File: src/tl_pkg.sv
//******************************
// lamp and walk codes, phase enum,
// axis and turn types, key-bit positions
//******************************
package tl_pkg;

	// vehicle lamp, bits ordered green, yellow, red with one bit lit
	typedef logic [2:0] lamp_t;

	localparam lamp_t LAMP_GREEN  = 3'b100;
	localparam lamp_t LAMP_YELLOW = 3'b010;
	localparam lamp_t LAMP_RED    = 3'b001;

	// crosswalk head, white walk sign, countdown or red hand
	typedef logic [2:0] walk_t;

	localparam walk_t WALK_ON    = 3'b100;
	localparam walk_t WALK_FLASH = 3'b010;
	localparam walk_t WALK_OFF   = 3'b001;

	// controller phases, straight and turn sequences share the same pacing
	typedef enum logic [3:0] {
		PH_IDLE,
		PH_CHECK,
		PH_NIGHT,
		PH_STR_WALK,
		PH_STR_FLASH,
		PH_STR_GREEN,
		PH_STR_YELLOW,
		PH_STR_CLEAR,
		PH_TURN_WALK,
		PH_TURN_FLASH,
		PH_TURN_YELLOW,
		PH_TURN_CLEAR
	} phase_t;

	typedef enum logic {
		AXIS_EW,
		AXIS_SN
	} axis_t;

	// protected turns in the order they rotate on heavy traffic
	typedef enum logic [1:0] {
		TURN_ES,
		TURN_WN,
		TURN_SW,
		TURN_NE
	} turn_t;

	localparam int KEY_W = 8;

	// two key bits per crosswalk, either one requests a walk
	localparam int KEY_EWS_A = 5;
	localparam int KEY_EWS_B = 6;
	localparam int KEY_EWN_A = 1;
	localparam int KEY_EWN_B = 2;
	localparam int KEY_SNE_A = 3;
	localparam int KEY_SNE_B = 4;
	localparam int KEY_SNW_A = 0;
	localparam int KEY_SNW_B = 7;

endpackage

File: src/phase_sequencer.sv
//******************************
// phase FSM with axis alternation
// and heavy-traffic turn rotation
//******************************
`timescale 1ns/1ps

module phase_sequencer (
	input  logic           clk,
	input  logic           reset,
	input  logic           start,
	input  logic           daytime,
	input  logic           heavy_traffic,
	input  logic           walk_end,
	input  logic           green_end,
	input  logic           yellow_end,
	input  logic [1:0]     grant,
	output tl_pkg::phase_t phase,
	output tl_pkg::axis_t  axis,
	output tl_pkg::turn_t  turn,
	output logic           capture
);

	import tl_pkg::*;

	logic has_grant;

	// only whether any crosswalk was granted matters here, not which one
	assign has_grant = |grant;

	// the key is sampled as the controller commits to a normal cycle
	assign capture = (phase == PH_CHECK) && daytime && !heavy_traffic;

	always_ff @(posedge clk) begin
		if (reset) begin
			phase <= PH_IDLE;
			axis  <= AXIS_EW;
			turn  <= TURN_ES;
		end else begin
			case (phase)
				PH_IDLE: begin
					if (start) begin
						phase <= PH_CHECK;
					end
				end

				PH_CHECK: begin
					if (!daytime) begin
						phase <= PH_NIGHT;
					end else if (heavy_traffic) begin
						// every heavy cycle starts the rotation from ES
						phase <= PH_TURN_WALK;
						turn  <= TURN_ES;
					end else begin
						phase <= PH_STR_WALK;
					end
				end

				PH_NIGHT: begin
					if (daytime) begin
						phase <= PH_CHECK;
					end
				end

				PH_STR_WALK: begin
					// with no walk granted this phase is plain green and skips the flash
					if (has_grant) begin
						if (walk_end) begin
							phase <= PH_STR_FLASH;
						end
					end else if (green_end) begin
						phase <= PH_STR_YELLOW;
					end
				end

				PH_STR_FLASH,
				PH_STR_GREEN: begin
					if (green_end) begin
						phase <= PH_STR_YELLOW;
					end
				end

				PH_STR_YELLOW: begin
					if (yellow_end) begin
						phase <= PH_STR_CLEAR;
					end
				end

				PH_STR_CLEAR: begin
					// all red for one cycle, then the other axis gets its turn
					phase <= PH_CHECK;
					axis  <= (axis == AXIS_EW) ? AXIS_SN : AXIS_EW;
				end

				PH_TURN_WALK: begin
					if (walk_end) begin
						phase <= PH_TURN_FLASH;
					end
				end

				PH_TURN_FLASH: begin
					if (green_end) begin
						phase <= PH_TURN_YELLOW;
					end
				end

				PH_TURN_YELLOW: begin
					if (yellow_end) begin
						phase <= PH_TURN_CLEAR;
					end
				end

				PH_TURN_CLEAR: begin
					// the axis is left alone so the next normal cycle keeps the one due
					if (turn == TURN_NE) begin
						phase <= PH_CHECK;
						turn  <= TURN_ES;
					end else begin
						phase <= PH_TURN_WALK;
						turn  <= turn_t'(turn + 2'd1);
					end
				end

				default: begin
					phase <= PH_IDLE;
				end
			endcase
		end
	end

endmodule

File: src/walk_grant.sv
//******************************
// pedestrian key decode and grant
// register for the coming axis
//******************************
`timescale 1ns/1ps

module walk_grant (
	input  logic                     clk,
	input  logic                     reset,
	input  logic [tl_pkg::KEY_W-1:0] pass_key,
	input  tl_pkg::axis_t            axis,
	input  logic                     capture,
	output logic [1:0]               grant
);

	import tl_pkg::*;

	logic near_req;
	logic far_req;

	// near side is EWS or SNE, far side is EWN or SNW
	always_comb begin
		if (axis == AXIS_EW) begin
			near_req = pass_key[KEY_EWS_A] | pass_key[KEY_EWS_B];
			far_req  = pass_key[KEY_EWN_A] | pass_key[KEY_EWN_B];
		end else begin
			near_req = pass_key[KEY_SNE_A] | pass_key[KEY_SNE_B];
			far_req  = pass_key[KEY_SNW_A] | pass_key[KEY_SNW_B];
		end
	end

	// held from capture until the next capture, so it covers the whole straight sequence
	always_ff @(posedge clk) begin
		if (reset) begin
			grant <= 2'b00;
		end else if (capture) begin
			grant <= {far_req, near_req};
		end
	end

endmodule

File: src/signal_head_decoder.sv
//******************************
// lamp, walk and need decoding
// from phase, axis, turn and grant
//******************************
`timescale 1ns/1ps

module signal_head_decoder (
	input  tl_pkg::phase_t phase,
	input  tl_pkg::axis_t  axis,
	input  tl_pkg::turn_t  turn,
	input  logic [1:0]     grant,
	output logic           need_walk_end,
	output logic           need_green_end,
	output logic           need_yellow_end,
	output tl_pkg::lamp_t  ew_straight,
	output tl_pkg::lamp_t  sn_straight,
	output logic           es_turn,
	output logic           wn_turn,
	output logic           sw_turn,
	output logic           ne_turn,
	output tl_pkg::walk_t  ews_walk,
	output tl_pkg::walk_t  ewn_walk,
	output tl_pkg::walk_t  sne_walk,
	output tl_pkg::walk_t  snw_walk
);

	import tl_pkg::*;

	axis_t      turn_axis;
	logic [1:0] turn_sel;
	axis_t      head_axis;
	lamp_t      head_lamp;
	walk_t      head_walk;
	logic [1:0] walk_sel;
	logic       turn_on;

	// ES and WN run with the EW straight, SW and NE with the SN straight
	assign turn_axis = (turn == TURN_ES || turn == TURN_WN) ? AXIS_EW : AXIS_SN;

	// each turn has a fixed crosswalk, given as {far, near} like the grant
	assign turn_sel = (turn == TURN_ES || turn == TURN_NE) ? 2'b10 : 2'b01;

	always_comb begin
		head_axis       = axis;
		head_lamp       = LAMP_RED;
		head_walk       = WALK_OFF;
		walk_sel        = grant;
		turn_on         = 1'b0;
		need_walk_end   = 1'b0;
		need_green_end  = 1'b0;
		need_yellow_end = 1'b0;

		case (phase)
			PH_STR_WALK: begin
				head_lamp      = LAMP_GREEN;
				head_walk      = WALK_ON;
				need_walk_end  = |grant;
				need_green_end = ~|grant;
			end
			PH_STR_FLASH: begin
				head_lamp      = LAMP_GREEN;
				head_walk      = WALK_FLASH;
				need_green_end = 1'b1;
			end
			PH_STR_GREEN: begin
				head_lamp      = LAMP_GREEN;
				need_green_end = 1'b1;
			end
			PH_STR_YELLOW: begin
				head_lamp       = LAMP_YELLOW;
				head_walk       = WALK_FLASH;
				need_yellow_end = 1'b1;
			end
			PH_TURN_WALK: begin
				head_axis     = turn_axis;
				head_lamp     = LAMP_GREEN;
				head_walk     = WALK_ON;
				walk_sel      = turn_sel;
				turn_on       = 1'b1;
				need_walk_end = 1'b1;
			end
			PH_TURN_FLASH: begin
				head_axis      = turn_axis;
				head_lamp      = LAMP_GREEN;
				head_walk      = WALK_FLASH;
				walk_sel       = turn_sel;
				turn_on        = 1'b1;
				need_green_end = 1'b1;
			end
			PH_TURN_YELLOW: begin
				// turn arrow is already dark, the crosswalk keeps counting down
				head_axis       = turn_axis;
				head_lamp       = LAMP_YELLOW;
				head_walk       = WALK_FLASH;
				walk_sel        = turn_sel;
				need_yellow_end = 1'b1;
			end
			default: begin
				// idle, check, night and both clear phases show all red
				head_lamp = LAMP_RED;
			end
		endcase
	end

	// the axis not being served is always held red
	assign ew_straight = (head_axis == AXIS_EW) ? head_lamp : LAMP_RED;
	assign sn_straight = (head_axis == AXIS_SN) ? head_lamp : LAMP_RED;

	assign es_turn = turn_on && (turn == TURN_ES);
	assign wn_turn = turn_on && (turn == TURN_WN);
	assign sw_turn = turn_on && (turn == TURN_SW);
	assign ne_turn = turn_on && (turn == TURN_NE);

	assign ews_walk = (head_axis == AXIS_EW && walk_sel[0]) ? head_walk : WALK_OFF;
	assign ewn_walk = (head_axis == AXIS_EW && walk_sel[1]) ? head_walk : WALK_OFF;
	assign sne_walk = (head_axis == AXIS_SN && walk_sel[0]) ? head_walk : WALK_OFF;
	assign snw_walk = (head_axis == AXIS_SN && walk_sel[1]) ? head_walk : WALK_OFF;

endmodule

File: src/traffic_light_ctrl.sv
//******************************
// top level of the intersection
// signal-light controller
//******************************
`timescale 1ns/1ps

module traffic_light_ctrl (
	input  logic                     clk,
	input  logic                     reset,
	input  logic                     start,
	input  logic                     daytime,
	input  logic                     heavy_traffic,
	input  logic [tl_pkg::KEY_W-1:0] pass_key,
	input  logic                     walk_end,
	input  logic                     green_end,
	input  logic                     yellow_end,
	output logic                     need_walk_end,
	output logic                     need_green_end,
	output logic                     need_yellow_end,
	output tl_pkg::lamp_t            ew_straight,
	output tl_pkg::lamp_t            sn_straight,
	output logic                     es_turn,
	output logic                     wn_turn,
	output logic                     sw_turn,
	output logic                     ne_turn,
	output tl_pkg::walk_t            ews_walk,
	output tl_pkg::walk_t            ewn_walk,
	output tl_pkg::walk_t            sne_walk,
	output tl_pkg::walk_t            snw_walk
);

	import tl_pkg::*;

	phase_t     phase;
	axis_t      axis;
	turn_t      turn;
	logic       capture;
	logic [1:0] grant;

	// sequencing, the grant it branches on, and lamp decoding are kept apart
	phase_sequencer phase_sequencer_inst (
		.clk           (clk),
		.reset         (reset),
		.start         (start),
		.daytime       (daytime),
		.heavy_traffic (heavy_traffic),
		.walk_end      (walk_end),
		.green_end     (green_end),
		.yellow_end    (yellow_end),
		.grant         (grant),
		.phase         (phase),
		.axis          (axis),
		.turn          (turn),
		.capture       (capture)
	);

	walk_grant walk_grant_inst (
		.clk      (clk),
		.reset    (reset),
		.pass_key (pass_key),
		.axis     (axis),
		.capture  (capture),
		.grant    (grant)
	);

	signal_head_decoder signal_head_decoder_inst (
		.phase           (phase),
		.axis            (axis),
		.turn            (turn),
		.grant           (grant),
		.need_walk_end   (need_walk_end),
		.need_green_end  (need_green_end),
		.need_yellow_end (need_yellow_end),
		.ew_straight     (ew_straight),
		.sn_straight     (sn_straight),
		.es_turn         (es_turn),
		.wn_turn         (wn_turn),
		.sw_turn         (sw_turn),
		.ne_turn         (ne_turn),
		.ews_walk        (ews_walk),
		.ewn_walk        (ewn_walk),
		.sne_walk        (sne_walk),
		.snw_walk        (snw_walk)
	);

endmodule

File: config.mk
export PLATFORM = sky130hd
export DESIGN_NAME = traffic_light_ctrl
export DESIGN_NICKNAME = d
export VERILOG_FILES = /design/src/tl_pkg.sv /design/src/phase_sequencer.sv /design/src/walk_grant.sv /design/src/signal_head_decoder.sv /design/src/traffic_light_ctrl.sv
export SDC_FILE = /design/constraint.sdc
export NUM_CORES = 1
export LEC_CHECK = 0
export BUFFER_PORTS_ARGS = -buffer_cell sky130_fd_sc_hd__clkbuf_2
export CORE_UTILIZATION = 52
export CTS_CLUSTER_DIAMETER = 80
export DETAILED_ROUTE_END_ITERATION = 6
export PLACE_DENSITY = 0.95
export SLEW_MARGIN = 20
export SYNTH_ARGS = -nofsm -noshare
export SYNTH_HDL_FRONTEND = slang
export SYNTH_SLANG_ARGS = --single-unit
File: constraint.sdc
create_clock -name clk -period 5.45 [get_ports clk]
set_clock_uncertainty 0.1 [all_clocks]
set_input_delay 0.8175 -clock clk [delete_from_list [all_inputs] [get_ports clk]]
set_output_delay 0.8175 -clock clk [all_outputs]
set_load 0.005 [all_outputs]
==> results of run 1 <==
[through the flow]
stage	std cells	power, µW	hold WS, ns	setup WS (ns)
2_1_floorplan	152	206.1	0.3648	3.082
3_3_place_gp	206	227.9	0.3843	2.460
3_5_place_dp	206	235.5	0.4003	2.363
4_1_cts	210	292.4	0.4103	2.062
5_1_grt	210	313.7	0.4366	1.878
6_report	210	296.1	0.4077	1.999
[state kept, by name, summed over array words and instances, names as in the netlist]
name / count
phase_sequencer_inst.axis: 1
walk_grant_inst.grant: 2
phase_sequencer_inst.turn: 2
phase_sequencer_inst.phase: 4
[path summary, 6_finish.rpt]
| kind | startpoint | endpoint | slack, ns | cells after the start |
|---|---|---|---|---|
| hold reg to reg | phase_sequencer_inst.turn[1] | phase_sequencer_inst.turn[1] | 0.41 | 2 |
| setup / recovery | phase_sequencer_inst.phase[0] | sne_walk[0] | 2.00 | 5 |
| hold / removal | phase_sequencer_inst.turn[1] | phase_sequencer_inst.turn[1] | 0.41 | 2 |
| setup reg to reg | phase_sequencer_inst.phase[2] | phase_sequencer_inst.phase[2] | 3.13 | 4 |
[kinds of logic (layout without fill, tap and decap cells)]
| group | Yosys count | after routing | synth area share, % |
|---|---|---|---|
| xor gates and xnor gates | 3 | 3 | 2.486 |
| DFF | 9 | 9 | 17.04 |
| muxes | 6 | 6 | 5.799 |
| AOI/OAI and AO/OA | 34 | 34 | 22.25 |
| and+or+nand+nor | 80 | 80 | 40.71 |
| buffers and inverters | 16 | 49 | 6.982 |
| adders and majority gates | 4 | 4 | 4.734 |
[where the power goes]
part | total, µW | internal [µW] | switching [µW]
Clock | 56.9 | 27.3 | 29.7
Sequential | 114 | 73.6 | 40.2
Combinational | 125 | 64.2 | 61.2
Total | 296 | 165 | 131
[final cells by class]
type	count	area, µm²	share of cell area [%]
Sequential cell	9	180.2	14.29
Inverter	5	18.77	1.488
Multi-Input combinational cell	127	803.3	63.69
Clock inverter	1	5.005	0.3968
Tap cell	25	31.28	2.480
Clock buffer	3	22.52	1.786
Timing Repair Buffer	40	200.2	15.87
[layout by cell type (no fill, tap or decap), types with 2 or more instances in the layout]
| cell | n |
|---|---|
| a21o_1 | 2 |
| a21oi_1 | 9 |
| a22o_1 | 2 |
| and2_1 | 5 |
| and3b_1 | 2 |
| clkbuf_2 | 40 |
| clkbuf_4 | 3 |
| dfxtp_1 | 9 |
| ha_1 | 4 |
| inv_1 | 5 |
| mux2i_1 | 5 |
| nand2_1 | 14 |
| nand2b_1 | 3 |
| nor2_1 | 26 |
| nor2b_1 | 2 |
| nor3_1 | 8 |
| nor3b_1 | 3 |
| nor4_1 | 2 |
| nor4b_1 | 2 |
| nor4bb_1 | 2 |
| o21ai_1 | 4 |
| o22a_1 | 2 |
| or3_1 | 3 |
| xor2_1 | 2 |
[worst register-to-register path, cell delays in order (launching register included)]
cell,delay (ns)
dfxtp_1,0.89
xnor2_1,0.23
nor4b_1,0.65
o41a_1,0.28
nor3_1,0.05
[synth_stat cells (all sizes together), types with 2 or more instances]
master and n:
nor2 26, nand2 14, a21oi 9, dfxtp 9, buf 8, nor3 8, and2 5, inv 5
mux2i 5, o21ai 5, ha 4, clkbuf 3, nand2b 3, nor2b 3, nor3b 3, or3 3
a21o 2, a22o 2, and3b 2, nor4 2, nor4b 2, nor4bb 2, o22a 2, or4b 2
xor2 2
[metal layers]
layer | global-route usage (%) | vias to the layer above | share of wire (%) | routed length [µm]
met5 | 0 | - | 0 | 0
met4 | 10.29 | 0 | 1.8 | 55
met3 | 6.538 | 11 | 9.2 | 276
met2 | 45.00 | 83 | 49 | 1479
met1 | 35.86 | 570 | 40 | 1202
li1 | - | 613 | - | -
==> impl_summary.md, run 1 <==
Synthesis
The register bit count reported by yosys is 9. Ranked by total cell area, the synthesized netlist is headed by dfxtp_1 (17%), nor2_1 (9.2%), nand2_1 (5.0%). The number of different library cells in the post-synthesis netlist is 51. The cell accounting for the most synthesized area is dfxtp_1. The most used flip-flop cell after synthesis is dfxtp_1. For this run, the register share of the synthesized area comes to between 10% and 20%. Summing every instance area after synthesis gives 0.001057 mm².

The Yosys step of the flow raised 0 warnings. The average cell area after synthesis is 6.956 µm². Synthesis handed over a netlist of 152 instances.

The top cell type's share of synthesized area is 17.04%. The post-synthesis net count is 172. The synthesized design contains 0 enable-type register cells. For this run, asynchronously set or reset flops after synthesis account for 0%.

Critical path
The critical-path cell with the highest stage delay is dfxtp_1. The data required time of the worst path is 4.53 ns. The sort of element at the end of the critical path is a primary output. The maximum cell stage delay along the critical path is 0.82 ns. Of all nets on the critical path, the largest fanout is 24. The critical path goes through nand2_1 -> nand2_1 -> mux2i_1 -> or3_1 -> clkbuf_2.

The path type of the worst setup path is reg2out. The sum of buffers and inverters on the critical path is 1. In this design, the critical path's most frequently occurring cell is nand2_1. The nature of the critical path startpoint is a flop. The cell family with the largest share of critical-path delay is flip-flops.

For the worst setup path, the data arrival time is 2.53 ns.

Placement
The final weighted congestion in routability-driven placement is 0.9265. Detailed placement ended at an HPWL of roughly 2.2 mm. Once placement finished, the instance area stood at 0.001234 mm². Input and output buffers added on the ports amount to 40.

Floorplanning
The floorplan has 15 rows. From left edge to right edge, the die measures 47.09 µm. For this configuration, the core starts out at a cell density of 58.08%. The placeable core region is 0.001821 mm². The die height is 47.09 µm. The floorplan step defined a die boundary enclosing 0.002217 mm². In this run the count of I/O pins placed on the die edge is 41.

Pwr
The worst vdd rail ir drop is between 0.15 and 0.2 mV. In this run the static leakage power is between 0.0005 and 0.0006 µW. The power density over the cells is 234.8 mW/mm².

Clock network
Clock-pin slew was measured on the worst setup and hold paths at 0.07 ns. The later pin in the worst-skew pair is clocked with a latency of 0.28 ns. The tree is rooted in a clkbuf_4. The CTS tree is done.

The number of clock buffers inserted by TritonCTS is 3. The number of levels the H-tree was split into is 1. After clock tree synthesis, the flow added hold-fix buffers numbering 0.

Counting every sink on the clock net gives 9. Counting along the longest clock path gives a buffer depth of 2. In this run, post-CTS repair resized a total of 0 instances. The setup fix buffers added after clock tree synthesis is 0.

Layout
The summed area of non-filler cells in the final layout is about 0.0013 mm². The filler cells instantiated in the layout total 160. The final core utilization is between 60% and 70%.

After the last flow step, the layout net total stands at 206. The fraction of final layout cells sized beyond drive strength 1 is roughly 26%. From synthesis to final layout, the design area changed by 19.29%.

The number of antenna diodes in the final layout is 0.

Routing
The final route contains about 1300 vias. The number of routed nets with antenna violations is 0. In this run, the number of DRC markers left after iteration 0 of detailed routing was 77. For this run, design rule violations remaining after detail routing come to 0.

The number of iterations in the first detailed-routing pass is 4. After detailed routing, the total wire length is ~3.0 mm. The via density per instance is 6.081.

In the final routed layout, each cell accounts on average for between 10 and 15 µm.

Timing
The slew at the pin closest to its max-slew limit is 0.8609 ns. The max-slew violation count was 0. The final count of hold timing violations is 0. The clock period minus final worst setup slack is between 3 and 4 ns.

Of the available clock period, the critical path in the final layout requires 63.31%. The number of endpoints failing setup at the final stage is 0. The post-route setup TNS is 0 ns. Setup repair after global routing left no endpoint under its margin. The relative max-transition margin is a little over two fifths. The fmax is 0.2898 GHz.

Worst hold path
The kind of path behind the tightest hold check is reg2reg.

GRT
The total overflow left after global routing is 0. The number of antenna violations at the first check in global routing is 0. The number of global-route vias before repair is approximately 1000. Across every metal layer, demand over resource in global routing totals 27.80%. The maximum number of pins on one net before global-route repair is 26. The global-route wire length before repair is 4.436 mm.

Run status
The run finished with clean final reports.

Flow run
The max capacitance violation total is 0.
Note: power is estimated with default switching activity, not from simulation.
==> run 2, diff against run 1 <==
- CORE_UTILIZATION: 52 -> 44
- PLACE_DENSITY: 0.95 -> 0.88
- clock period: 5.45 -> 3 ns (I/O delays scaled with it)
==> run 2 against run 1 <==
Non-clock buffer count up 6. Utilization down 11 points. Sequential share of layout area down 0.53 points. Via count down 1.9%. Largest power group unchanged. Flip-flop and latch count unchanged. Global-route usage down 5.0 points. Hold slack worse by 0.044 ns. Power up 82%. Count of clock-buffer cells in the layout unchanged. Critical path depth up 2. Register-to-register slack worse by 2.1 ns. Critical endpoint is now snw_walk[2]. Clock power up 62%.
==> impl_summary.md, run 2 (same netlist as run 1, synthesis figures left out) <==
Critical path
The data required time of the worst path was 2.45 ns (-2.08 ns). The worst endpoint data arrival time is 1.86 ns (-0.67 ns). The worst setup path is launched from a flop. The sort of element at the end of the critical path is a primary output. The register-to-register setup slack was 1.02 ns (-2.11 ns). The highest net fanout along the worst path was 5 (-79%). The path type of the worst setup path is reg2out.

Layout
In the layout the commonest cells are clkbuf_2 (40), nor2_1 (26), nand2_1 (14). The largest registers in the layout are phase_sequencer_inst.phase (4), phase_sequencer_inst.turn (2), walk_grant_inst.grant (2). The area used by sequential logic in the layout was 180.2 µm² (unchanged). The non-filler instance count after layout is 219 (+4.3%). The antenna cell count is 0 (unchanged). The area occupied by multi-input gates is 803.3 µm² (unchanged). The number of fill cells came to 235 (+47%).

The area added between synthesis and finish is 23.91%. phase_sequencer_inst.phase holds more flip-flops than any other register. The fraction of final layout cells sized beyond drive strength 1 is 28.27% (+2.3 points). The number of nets in the layout came to 212 (+2.9%).

The flip-flop count of the largest register, all copies and words added is 4 (unchanged). The most common cell after layout, fill and taps aside is clkbuf_2.

Pwr
The total leakage power was 0.0006020 µW (+5.4%). The worst vdd rail ir drop is 0.3734 mV (+140%). The power consumption is 538.6 µW (+82%). The reported net switching power was 223.6 µW (+71%). The internal portion of total power is 314.9 µW (+91%).

The logic gate share of total power was 56.5% (+14 points). The switching part of the total came to 41.52% (-2.8 points). The power share of the clock group came to 17.1% (-2.1 points).

The power density over the cells is 411.1 mW/mm² (+75%). The portion of total power attributed to sequential cells is 26.3% (-12 points).

Floorplanning
The number of I/O pins is 41 (unchanged). The number of placement rows is 17 (+2). The die span in x is 51.02 µm (+8.3%). The initial core utilization is 47.34% (-11 points).

The die height was 51.02 µm (+8.3%). The placeable core region came to 0.002233 mm² (+23%). The overall die area is 0.002603 mm² (+17%).

Run status
The run finished with clean final reports.

Worst hold path
The path class of the tightest hold or removal check is in2reg.

Clock network
The maximum buffer depth of the clock tree is 2 (unchanged). The clock sink total was 9 (unchanged). The number of levels the H-tree was split into was 1 (unchanged). The later-pin clock latency in the skew report is 0.27 ns (about the same). The CTS tree is done. The setup fix buffers added after clock tree synthesis was 0 (unchanged).

The number of clock buffers inserted by TritonCTS is 3 (unchanged). The cell at the root of the clock tree is clkbuf_4. The count of hold-fix buffers inserted at cts was 0 (unchanged). The clock-pin slew on the worst setup and hold paths was 0.06 ns (about the same). The post-CTS resize count is 0 (unchanged).

GRT
The maximum number of pins on one net before global-route repair is 25 (-3.8%). The global-route wire length before repair was 4.609 mm (+3.9%). The number of antenna violations at the first check in global routing is 0 (unchanged).

The number of global-route vias before repair is 1041 (-0.76%). The global-route usage over all layers is 22.81% (-5.0 points). The global-route congestion overflow total is 0 (unchanged).

Routing
The wire length per cell after detailed routing came to 12.12 µm (-16%). The number of routed nets with antenna violations was 0 (unchanged). The final wirelength was 2.655 mm (-12%). The total via count after detailed routing is 1253 (-1.9%). The starting DRC count in detailed routing is 41 (-47%). The via density per instance is 5.721 (-5.9%). The detailed-route DRC error count is 0 (unchanged). The number of iterations in the first detailed-routing pass came to 4 (unchanged).

Timing
The ratio of final minimum period to clock period is 80.23%. The relative max-transition margin is 60.80% (+18 points). The final count of hold timing violations was 0 (unchanged).

The max-slew violation count was 0 (unchanged). The slew at the pin closest to its max-slew limit was 0.5798 ns (-0.2811 ns). The fmax is 0.4155 GHz.

The number of endpoints failing setup at the final stage came to 0 (unchanged). The post-route setup TNS is 0 ns (unchanged). Setup repair after global routing left no endpoint under its margin. The clock period minus final worst setup slack is 2.407 ns.

Placement
The count of input and output buffers is 40 (unchanged). The post-placement cell count is 215 (+4.4%). The HPWL after detailed placement is 2.055 mm (-8.6%).

The final weighted congestion in routability-driven placement is 0.8368 (-9.7%).

Flow run
The max capacitance violation total was 0 (unchanged).
run 2: changes by cell type in the layout (fill, tap and decap cells not counted):
cell / delta
buf_4: +6
run 2: power by group through the flow:
stage | Combinational, µW | Sequential (µW) | Clock, µW
2_1_floorplan | 227 | 148 | 0
3_3_place_gp | 299 | 144 | 0
3_5_place_dp | 303 | 144 | 0
4_1_cts | 304 | 142 | 99.0
5_1_grt | 339 | 143 | 101
6_report | 304 | 142 | 92.3
run 2: layout make-up:
class,instances,area share (%)
tap,28,2.674
clock buffer,3,1.719
multi-input combinational,127,61.32
sequential,9,13.75
inverter,5,1.433
clock inverter,1,0.3820
timing repair buffer,46,18.72
run 2: final timing paths:
| check | start | end | depth (start not counted) |
|---|---|---|---|
| setup / recovery | phase_sequencer_inst.turn[0] | snw_walk[2] | 7 |
| hold / removal | reset | phase_sequencer_inst.turn[0] | 2 |
| setup reg to reg | phase_sequencer_inst.phase[0] | walk_grant_inst.grant[0] | 5 |
| hold reg to reg | phase_sequencer_inst.turn[1] | phase_sequencer_inst.turn[1] | 2 |
run 2: worst max-delay path, cell delays in order, from the launching register on:
cell and delay, ns:
dfxtp_1 0.40, inv_1 0.09, ha_1 0.37, nand2b_1 0.20, nand2b_1 0.17, a21o_1 0.17, nor2_1 0.08, clkbuf_2 0.11
run 2: per-stage QoR:
stage	util (%)	worst slack (ns)	hold slack (ns)	cell area, µm²
2_1_floorplan	-	0.9997	0.3648	1057
3_3_place_gp	57.42	0.9194	0.3861	1282
3_5_place_dp	57.42	0.8950	0.3994	1282
4_1_cts	58.66	0.5747	0.3482	1310
5_1_grt	58.66	0.4484	0.3705	1310
6_report	58.66	0.5931	0.3638	1310
run 2: per-layer routing:
metal	share of wire, %	track usage, %	vias up	routed length (µm)
li1	-	-	629	-
met1	45	32.92	571	1208
met2	48	35.75	50	1277
met3	5.2	0.8929	3	138
met4	1.1	7.870	0	30
met5	0	0	-	0
